--- config.mk ---
export PLATFORM = sky130hd
export DESIGN_NAME = axil_apb_bridge
export DESIGN_NICKNAME = d
export VERILOG_FILES = /design/src/apb_pkg.sv /design/src/axil_pkg.sv /design/src/apb_seg_lane.sv /design/src/apb_seq.sv /design/src/axil_apb_bridge.sv /design/src/axil_req_arbiter.sv /design/src/axil_resp_gen.sv
export VERILOG_INCLUDE_DIRS = /design/src
export SDC_FILE = /design/constraint.sdc
export NUM_CORES = 1
export LEC_CHECK = 0
export BUFFER_PORTS_ARGS = -buffer_cell sky130_fd_sc_hd__buf_2
export CORE_MARGIN = 1.5
export CORE_UTILIZATION = 35
export CTS_CLUSTER_SIZE = 40
export DETAILED_ROUTE_END_ITERATION = 10
export SETUP_SLACK_MARGIN = 0.2
export SYNTH_ARGS = -nofsm -noshare
export SYNTH_HDL_FRONTEND = slang
export SYNTH_SLANG_ARGS = --single-unit
--- constraint.sdc ---
create_clock -name clk -period 2.3 [get_ports clk]
set_input_delay 0.23 -clock clk [delete_from_list [all_inputs] [get_ports clk]]
set_output_delay 0.23 -clock clk [all_outputs]
set_load 0.01 [all_outputs]
--- src/adapter_params.svh ---
// bridge width and count macros

`ifndef ADAPTER_PARAMS_SVH
`define ADAPTER_PARAMS_SVH

// axi4-lite side
`define AXIL_DATA_W 32
`define AXIL_STRB_W 4

// apb side, one byte per transfer
`define APB_DATA_W 8

// shared by both buses
`define ADDR_W 16

// byte transfers per axi word
`define SEG_COUNT 4
`define SEG_IDX_W 2

`endif

--- src/apb_pkg.sv ---
// APB side types

`default_nettype none

`include "adapter_params.svh"

package apb_pkg;

    typedef logic [`APB_DATA_W-1:0] apb_data_t;
    typedef logic [`SEG_IDX_W-1:0] seg_idx_t;

    // first setup phase of a transfer is spent in idle
    typedef enum logic [1:0] {
        ST_IDLE   = 2'd0,
        ST_SETUP  = 2'd1,
        ST_ACCESS = 2'd2
    } apb_state_t;

endpackage

`default_nettype wire

--- src/axil_pkg.sv ---
// AXI4-Lite side types

`default_nettype none

`include "adapter_params.svh"

package axil_pkg;

    typedef logic [`ADDR_W-1:0] axil_addr_t;
    typedef logic [`AXIL_DATA_W-1:0] axil_data_t;
    typedef logic [`AXIL_STRB_W-1:0] axil_strb_t;

    // exokay and decerr never produced
    typedef enum logic [1:0] {
        RESP_OKAY   = 2'b00,
        RESP_SLVERR = 2'b10
    } axil_resp_t;

    typedef enum logic {
        OP_READ  = 1'b0,
        OP_WRITE = 1'b1
    } axil_op_t;

endpackage

`default_nettype wire

--- src/apb_seg_lane.sv ---
// one byte lane of the bridge

`timescale 1ns/1ns
`default_nettype none

module apb_seg_lane (
    input  wire logic               clk,
    input  wire logic               rst,
    input  wire apb_pkg::seg_idx_t  lane_idx,
    input  wire logic               load,
    input  wire apb_pkg::apb_data_t wbyte,
    input  wire logic               wbit,
    input  wire apb_pkg::seg_idx_t  first_seg,
    input  wire apb_pkg::seg_idx_t  cur_seg,
    input  wire logic               seg_done,
    input  wire apb_pkg::apb_data_t prdata,
    output apb_pkg::apb_data_t      lane_wdata,
    output logic                    lane_strb,
    output apb_pkg::apb_data_t      lane_rdata
);
    import apb_pkg::*;

    apb_data_t wbyte_q;
    apb_data_t rbyte_q;
    logic      strb_q;
    logic      strb_in;
    logic      hit;

    // lanes below the start segment are never written
    assign strb_in = wbit && (lane_idx >= first_seg);
    assign hit     = seg_done && (cur_seg == lane_idx);

    always_ff @(posedge clk) begin
        if (rst) begin
            strb_q <= 1'b0;
        end else if (load) begin
            strb_q <= strb_in;
        end
    end

    always_ff @(posedge clk) begin
        if (load) begin
            wbyte_q <= wbyte;
            rbyte_q <= '0;
        end else if (hit) begin
            rbyte_q <= prdata;
        end
    end

    // bypass so the first setup phase and the final byte see fresh data
    assign lane_wdata = load ? wbyte : wbyte_q;
    assign lane_strb  = load ? strb_in : strb_q;
    assign lane_rdata = hit ? prdata : rbyte_q;

endmodule

`default_nettype wire

--- src/apb_seq.sv ---
// APB transfer sequencer

`timescale 1ns/1ns
`default_nettype none

`include "adapter_params.svh"

module apb_seq (
    input  wire logic                 clk,
    input  wire logic                 rst,
    input  wire logic                 start,
    input  wire axil_pkg::axil_op_t   op,
    input  wire axil_pkg::axil_addr_t addr,
    input  wire logic [2:0]           prot,
    input  wire apb_pkg::seg_idx_t    first_seg,
    input  wire axil_pkg::axil_data_t lane_wdata_bus,
    input  wire axil_pkg::axil_strb_t lane_strb_bus,
    input  wire logic                 pready,
    input  wire logic                 pslverr,
    output logic                      busy,
    output apb_pkg::seg_idx_t         cur_seg,
    output logic                      seg_done,
    output logic                      seg_err,
    output logic                      xfer_done,
    output axil_pkg::axil_addr_t      paddr,
    output logic [2:0]                pprot,
    output logic                      psel,
    output logic                      penable,
    output logic                      pwrite,
    output apb_pkg::apb_data_t        pwdata,
    output logic                      pstrb
);
    import axil_pkg::*;
    import apb_pkg::*;

    apb_state_t state;
    apb_state_t state_next;
    seg_idx_t   seg_q;
    seg_idx_t   sel_seg;
    logic       last_seg;

    // the start cycle doubles as the first setup phase
    assign sel_seg  = start ? first_seg : seg_q;
    assign last_seg = (seg_q == seg_idx_t'(`SEG_COUNT - 1));

    assign seg_done  = (state == ST_ACCESS) && pready;
    assign seg_err   = seg_done && pslverr;
    assign xfer_done = seg_done && last_seg;
    assign busy      = start || (state != ST_IDLE);

    always_comb begin
        state_next = state;
        case (state)
            ST_IDLE: begin
                if (start) begin
                    state_next = ST_ACCESS;
                end
            end
            ST_SETUP: begin
                state_next = ST_ACCESS;
            end
            ST_ACCESS: begin
                if (pready) begin
                    state_next = last_seg ? ST_IDLE : ST_SETUP;
                end
            end
            default: begin
                state_next = ST_IDLE;
            end
        endcase
    end

    always_ff @(posedge clk) begin
        if (rst) begin
            state <= ST_IDLE;
            seg_q <= '0;
        end else begin
            state <= state_next;
            if (start) begin
                seg_q <= first_seg;
            end else if (seg_done && !last_seg) begin
                // step up to the next byte lane
                seg_q <= seg_q + 1'b1;
            end
        end
    end

    assign cur_seg = sel_seg;

    // low address bits track the lane being transferred
    assign paddr   = {addr[`ADDR_W-1:`SEG_IDX_W], sel_seg};
    assign pprot   = prot;
    assign pwrite  = (op == OP_WRITE);
    assign psel    = busy;
    assign penable = (state == ST_ACCESS);

    assign pwdata = lane_wdata_bus[sel_seg*`APB_DATA_W +: `APB_DATA_W];
    assign pstrb  = lane_strb_bus[sel_seg];

endmodule

`default_nettype wire

--- src/axil_apb_bridge.sv ---
// AXI4-Lite to APB bridge

`timescale 1ns/1ns
`default_nettype none

`include "adapter_params.svh"

module axil_apb_bridge (
    input  wire logic                 clk,
    input  wire logic                 rst,
    input  wire axil_pkg::axil_addr_t awaddr,
    input  wire logic [2:0]           awprot,
    input  wire logic                 awvalid,
    output logic                      awready,
    input  wire axil_pkg::axil_data_t wdata,
    input  wire axil_pkg::axil_strb_t wstrb,
    input  wire logic                 wvalid,
    output logic                      wready,
    output axil_pkg::axil_resp_t      bresp,
    output logic                      bvalid,
    input  wire logic                 bready,
    input  wire axil_pkg::axil_addr_t araddr,
    input  wire logic [2:0]           arprot,
    input  wire logic                 arvalid,
    output logic                      arready,
    output axil_pkg::axil_data_t      rdata,
    output axil_pkg::axil_resp_t      rresp,
    output logic                      rvalid,
    input  wire logic                 rready,
    output axil_pkg::axil_addr_t      paddr,
    output logic [2:0]                pprot,
    output logic                      psel,
    output logic                      penable,
    output logic                      pwrite,
    output apb_pkg::apb_data_t        pwdata,
    output logic                      pstrb,
    input  wire apb_pkg::apb_data_t   prdata,
    input  wire logic                 pready,
    input  wire logic                 pslverr
);
    import axil_pkg::*;
    import apb_pkg::*;

    logic       start;
    logic       load;
    axil_op_t   op;
    axil_addr_t addr;
    logic [2:0] prot;
    seg_idx_t   first_seg;
    axil_data_t lane_wdata_in;
    axil_strb_t lane_wstrb_in;
    logic       busy;
    seg_idx_t   cur_seg;
    logic       seg_done;
    logic       seg_err;
    logic       xfer_done;
    axil_data_t lane_wdata_bus;
    axil_strb_t lane_strb_bus;
    axil_data_t lane_rdata_bus;
    logic       b_free;
    logic       r_free;

    axil_req_arbiter arb_i (
        .clk(clk), .rst(rst),
        .awaddr(awaddr), .awprot(awprot), .awvalid(awvalid),
        .wdata(wdata), .wstrb(wstrb), .wvalid(wvalid),
        .araddr(araddr), .arprot(arprot), .arvalid(arvalid),
        .b_free(b_free), .r_free(r_free), .busy(busy),
        .awready(awready), .wready(wready), .arready(arready),
        .start(start), .load(load), .op(op), .addr(addr), .prot(prot),
        .first_seg(first_seg),
        .lane_wdata_in(lane_wdata_in), .lane_wstrb_in(lane_wstrb_in)
    );

    // lane i carries byte i of the axi word
    for (genvar i = 0; i < `SEG_COUNT; i++) begin : g_lane
        apb_seg_lane lane_i (
            .clk(clk), .rst(rst),
            .lane_idx(seg_idx_t'(i)),
            .load(load),
            .wbyte(lane_wdata_in[i*`APB_DATA_W +: `APB_DATA_W]),
            .wbit(lane_wstrb_in[i]),
            .first_seg(first_seg), .cur_seg(cur_seg),
            .seg_done(seg_done), .prdata(prdata),
            .lane_wdata(lane_wdata_bus[i*`APB_DATA_W +: `APB_DATA_W]),
            .lane_strb(lane_strb_bus[i]),
            .lane_rdata(lane_rdata_bus[i*`APB_DATA_W +: `APB_DATA_W])
        );
    end

    apb_seq seq_i (
        .clk(clk), .rst(rst),
        .start(start), .op(op), .addr(addr), .prot(prot), .first_seg(first_seg),
        .lane_wdata_bus(lane_wdata_bus), .lane_strb_bus(lane_strb_bus),
        .pready(pready), .pslverr(pslverr),
        .busy(busy), .cur_seg(cur_seg), .seg_done(seg_done),
        .seg_err(seg_err), .xfer_done(xfer_done),
        .paddr(paddr), .pprot(pprot), .psel(psel), .penable(penable),
        .pwrite(pwrite), .pwdata(pwdata), .pstrb(pstrb)
    );

    axil_resp_gen resp_i (
        .clk(clk), .rst(rst),
        .op(op), .xfer_done(xfer_done), .seg_err(seg_err),
        .lane_rdata_bus(lane_rdata_bus),
        .bready(bready), .rready(rready),
        .bvalid(bvalid), .bresp(bresp),
        .rvalid(rvalid), .rdata(rdata), .rresp(rresp),
        .b_free(b_free), .r_free(r_free)
    );

endmodule

`default_nettype wire

--- src/axil_req_arbiter.sv ---
// AXI4-Lite request arbiter

`timescale 1ns/1ns
`default_nettype none

`include "adapter_params.svh"

module axil_req_arbiter (
    input  wire logic                 clk,
    input  wire logic                 rst,
    input  wire axil_pkg::axil_addr_t awaddr,
    input  wire logic [2:0]           awprot,
    input  wire logic                 awvalid,
    input  wire axil_pkg::axil_data_t wdata,
    input  wire axil_pkg::axil_strb_t wstrb,
    input  wire logic                 wvalid,
    input  wire axil_pkg::axil_addr_t araddr,
    input  wire logic [2:0]           arprot,
    input  wire logic                 arvalid,
    input  wire logic                 b_free,
    input  wire logic                 r_free,
    input  wire logic                 busy,
    output logic                      awready,
    output logic                      wready,
    output logic                      arready,
    output logic                      start,
    output logic                      load,
    output axil_pkg::axil_op_t        op,
    output axil_pkg::axil_addr_t      addr,
    output logic [2:0]                prot,
    output apb_pkg::seg_idx_t         first_seg,
    output axil_pkg::axil_data_t      lane_wdata_in,
    output axil_pkg::axil_strb_t      lane_wstrb_in
);
    import axil_pkg::*;

    logic       awready_q;
    logic       wready_q;
    logic       arready_q;
    logic       start_q;
    logic       last_read;
    axil_addr_t addr_q;
    logic [2:0] prot_q;
    axil_data_t wdata_q;
    axil_strb_t wstrb_q;

    logic write_ok;
    logic read_ok;
    logic grant_wr;
    logic grant_rd;

    assign write_ok = awvalid && wvalid && b_free && !busy;
    assign read_ok  = arvalid && r_free && !busy;

    // alternate when both are waiting
    assign grant_wr = write_ok && (!read_ok || last_read);
    assign grant_rd = read_ok && !grant_wr;

    always_ff @(posedge clk) begin
        if (rst) begin
            awready_q <= 1'b0;
            wready_q  <= 1'b0;
            arready_q <= 1'b0;
            start_q   <= 1'b0;
            last_read <= 1'b0;
        end else begin
            awready_q <= grant_wr;
            wready_q  <= grant_wr;
            arready_q <= grant_rd;
            start_q   <= grant_wr || grant_rd;
            if (grant_wr) begin
                last_read <= 1'b0;
            end else if (grant_rd) begin
                last_read <= 1'b1;
            end
        end
    end

    always_ff @(posedge clk) begin
        if (grant_wr) begin
            addr_q  <= awaddr;
            prot_q  <= awprot;
            wdata_q <= wdata;
            wstrb_q <= wstrb;
        end else if (grant_rd) begin
            addr_q  <= araddr;
            prot_q  <= arprot;
            // pstrb stays low on reads
            wstrb_q <= '0;
        end
    end

    assign awready       = awready_q;
    assign wready        = wready_q;
    assign arready       = arready_q;
    assign start         = start_q;
    assign load          = start_q;
    assign op            = last_read ? OP_READ : OP_WRITE;
    assign addr          = addr_q;
    assign prot          = prot_q;
    assign first_seg     = addr_q[`SEG_IDX_W-1:0];
    assign lane_wdata_in = wdata_q;
    assign lane_wstrb_in = wstrb_q;

endmodule

`default_nettype wire

--- src/axil_resp_gen.sv ---
// AXI4-Lite response generator

`timescale 1ns/1ns
`default_nettype none

module axil_resp_gen (
    input  wire logic                 clk,
    input  wire logic                 rst,
    input  wire axil_pkg::axil_op_t   op,
    input  wire logic                 xfer_done,
    input  wire logic                 seg_err,
    input  wire axil_pkg::axil_data_t lane_rdata_bus,
    input  wire logic                 bready,
    input  wire logic                 rready,
    output logic                      bvalid,
    output axil_pkg::axil_resp_t      bresp,
    output logic                      rvalid,
    output axil_pkg::axil_data_t      rdata,
    output axil_pkg::axil_resp_t      rresp,
    output logic                      b_free,
    output logic                      r_free
);
    import axil_pkg::*;

    logic err_q;
    logic resp_err;

    // sticky over all segments of one transfer
    assign resp_err = err_q || seg_err;

    always_ff @(posedge clk) begin
        if (rst) begin
            bvalid <= 1'b0;
            rvalid <= 1'b0;
            err_q  <= 1'b0;
        end else begin
            bvalid <= bvalid && !bready;
            rvalid <= rvalid && !rready;
            if (xfer_done) begin
                err_q <= 1'b0;
                if (op == OP_WRITE) begin
                    bvalid <= 1'b1;
                end else begin
                    rvalid <= 1'b1;
                end
            end else if (seg_err) begin
                err_q <= 1'b1;
            end
        end
    end

    always_ff @(posedge clk) begin
        if (xfer_done) begin
            if (op == OP_WRITE) begin
                bresp <= resp_err ? RESP_SLVERR : RESP_OKAY;
            end else begin
                rresp <= resp_err ? RESP_SLVERR : RESP_OKAY;
                rdata <= lane_rdata_bus;
            end
        end
    end

    assign b_free = !bvalid || bready;
    assign r_free = !rvalid || rready;

endmodule

`default_nettype wire

==> impl_results.md <==
* Outcome: finished clean
* RSZ-0062 raised after global routing: true
* Cell variety after synth at 45
* Worst setup slack after layout at 134.0 ps
* Layout cells sized above 1 at 0.4552
* Final TNS setup at 0 ps
* Hold Path Origin: wstrb[1]
* Layout Skew at 8.476 ps
* FF+latch count, synth at 168
* Final net count at 804
* Tot GR Track Use at 0.1565
* Post-synthesis sequential area ratio at 0.6213
* Yosys top cell area share at 0.3904
* Core Area at 18,960 um2
* Chip width at 142.9 um
* Crit Path Category: register to primary output
* Clock Tree Buf Depth at 2
* Post-synth EDFFs at 89
* Class of the worst hold path: input port to register
* Drt total wl at 16,050 um
* Largest family of logic cells by synthesized area: multiplexers
* Ant. Diodes at 0
* Antenna viol nets, final at 0
* Final period utilization at 0.9418
* Clk root buf: clkbuf_16
* Crit. End Element: primary output
* Simple-gate portion of the synthesized area at 0.07127
* DIE AREA at 20,410 um2
* CP Launch Point: arb_i.load$_SDFF_PP0_
* Drt wl/cell at 16.30 um
* Vias in the first global route at 4,700
* Die H at 142.9 um
* Compound-gate portion of the synthesized area at 0.07328
* GP Congestion at 0.7286
* Relative slew slack at 0.6061
* Max-Cap Viols at 0
* XOR/XNOR Fraction of Synth Area at 0.001279
* Clock slew at reported path FFs at 70 ps
* Vias per cell at 4.814
* P_leak at 3.781 nW
* WP data required at 2070 ps
* Final setup viols at 0
* Worst Tran Pin Value at 582.9 ps
* DP HPWL at 9797 um
* Period minus WS final at 2166 ps
* Ys Warns at 0
* Top_reg_cell synth: edfxtp_1
* Starting DRT DRC Count at 277
* Synth Area per Inst at 13.37 um2
* TritonCTS clock tree: yes
* FP Rows at 50
* Clock Latency Late Sink at 430 ps
* Post-synth top area cell: edfxtp_1
* Top post-synthesis cells by area: edfxtp_1 39%, dfxtp_1 23%, mux2_2 14%
* Hold WS at 70.79 ps
* Pin count of the biggest net entering global routing at 56
* Final-report max-slew violation count at 0
* Critical Path Source Type: register
* Drt first pass iters at 4
* Area growth syn-to-layout at 35.80%
* Port bufs at 160
* DRC Markers at 0
* Reg-to-Reg Start: arb_i.load$_SDFF_PP0_
* Maximum VDD drop at 0.5201 mV
* GRT overflow at 0
* Crit-path max FO at 17
* Dpl ws at 288.1 ps
* Final Hold Viols at 0
* Initial antenna violation count at 0
* I/O pins at 163
* Post-Synth Adder-Cell Area at 0.001827
* First-pass GRT wire length at 24,400 um
* Initial Utilization at 0.3612
* Achievable frequency at 461.7 MHz
* Power Density at 835.9 nW/um2
* Gate Count Post-Synth at 512
* Synthesized cell area at 6847 um2
* Async set or reset register ratio after synthesis at 0
* Clock Sinks at 168
* Vias after detailed routing at 4,742
* Multiplexer share of the synthesized area at 0.1842
* CP arrival at 1940 ps
* Htree depth at 4
* Num CTS Buffers at 17
## stage by stage
stage | utilization | area (um2) | power (mW) | std cells
6_report | 0.4905 | 9298 | 7.772 | 985
5_1_grt | 0.4905 | 9298 | 8.086 | 985
4_1_cts | 0.4750 | 9004 | 7.696 | 973
3_5_place_dp | 0.4122 | 7814 | 4.649 | 895
3_3_place_gp | 0.4122 | 7814 | 4.612 | 895
2_1_floorplan | - | 6858 | 4.306 | 513
## layout make-up
class	count	area [um2]
inverters	5	18.77
clock buffers	17	425.4
well taps	260	325.3
repair buffers	230	1645
clock inverters	15	178.9
multi-input cells	290	2445
flip-flops and latches	168	4259
fillers	1657	9658
## synth_stat cells, types with 2 or more instances
cell type	n
a31oi_1	2
dfxtp_1	79
and2_1	5
clkbuf_1	15
nor2b_1	6
mux2i_1	29
nand3b_1	5
mux2_2	85
a21oi_2	3
nand2b_1	4
o21ai_0	32
and3b_1	3
buf_2	10
a2111oi_0	3
nor3_1	3
or3b_2	2
buf_1	3
nand2_1	5
buf_6	4
nor2_1	8
inv_1	4
nand3_1	36
edfxtp_1	89
a21oi_1	39
buf_4	18
## worst max-delay path: stages (launching register included)
cell	delay [ps]
dfxtp_4	370
buf_12	130
mux2_4	440
mux2i_1	170
mux2i_1	210
buf_2	170
## placed cells by master, fill, tap and decap left out, drive strengths merged, types with 4 or more instances in the layout
| cell | n |
|---|---|
| mux2i | 30 |
| o21ai | 33 |
| a21oi | 42 |
| inv | 13 |
| nand3 | 36 |
| nor2b | 6 |
| mux2 | 85 |
| edfxtp | 89 |
| dlygate4sd3 | 32 |
| nor2 | 8 |
| buf | 196 |
| nand3b | 5 |
| nand2 | 5 |
| clkbuf | 19 |
| nor3 | 4 |
| nand2b | 4 |
| dfxtp | 79 |
| and2 | 5 |
| a2111oi | 4 |
| clkinv | 5 |
## power breakdown
| group | total, mW | internal (mW) | switching (mW) |
|---|---|---|---|
| clock | 2.90 | 1.56 | 1.34 |
| combinational | 1.34 | 0.719 | 0.621 |
| sequential | 3.54 | 3.44 | 0.0979 |
| total | 7.77 | 5.72 | 2.05 |
## kinds of logic (layout without fill, tap and decap cells)
| kind of cell | Yosys count | in the layout |
|---|---|---|
| AO/OA/AOI/OAI | 87 | 87 |
| XOR/XNOR | 1 | 1 |
| adder cells (fa/ha/maj) | 1 | 1 |
| buffers and inverters | 55 | 267 |
| flip-flops | 168 | 168 |
| multiplexers | 115 | 115 |
| other | 1 | 2 |
| AND/OR/NAND/NOR | 84 | 84 |
## path summary, 6_finish.rpt
path	to	slack [ps]	cells after the start
max reg2reg	arb_i.prot[2]$_DFFE_PP_	200	7
max	pwdata[6]	130	5
min	arb_i.lane_wstrb_in[1]$_SDFFCE_PN0P_	70	2
min reg2reg	g_lane[0].lane_i.strb_q$_SDFF_PP0_	470	2
## metal layers
metal	share of wire	routed length (um)	global-route usage	vias to the layer above
li1	-	-	-	2281
met1	0.43	6845	0.1890	2280
met2	0.50	7958	0.2662	166
met3	0.064	1031	0.04963	15
met4	0.013	216	0.04829	0
met5	0	0	0	-
## flip-flops by register name, indices dropped and copies added, names as in the netlist, 2 cells and up
name	flops
g_lane.lane_i.wbyte_q	32
arb_i.addr	16
g_lane.lane_i.strb_q	4
seq_i.state	2
resp_i.rdata	32
g_lane.lane_i.rbyte_q	32
arb_i.lane_wstrb_in	4
arb_i.prot	3
seq_i.seg_q	2
arb_i.lane_wdata_in	32
## what timing repair did
item | CTS | global route
hold endpoints to repair | 32 | 0
cloned | 4 | 4
hold buffers | 32 | 0
pin swaps | 1 | 3
setup endpoints to repair | 9 | 44
buffers inserted | 10 | 8
gates resized for setup | 15 | 38
Power figures use the tool's default switching activity.
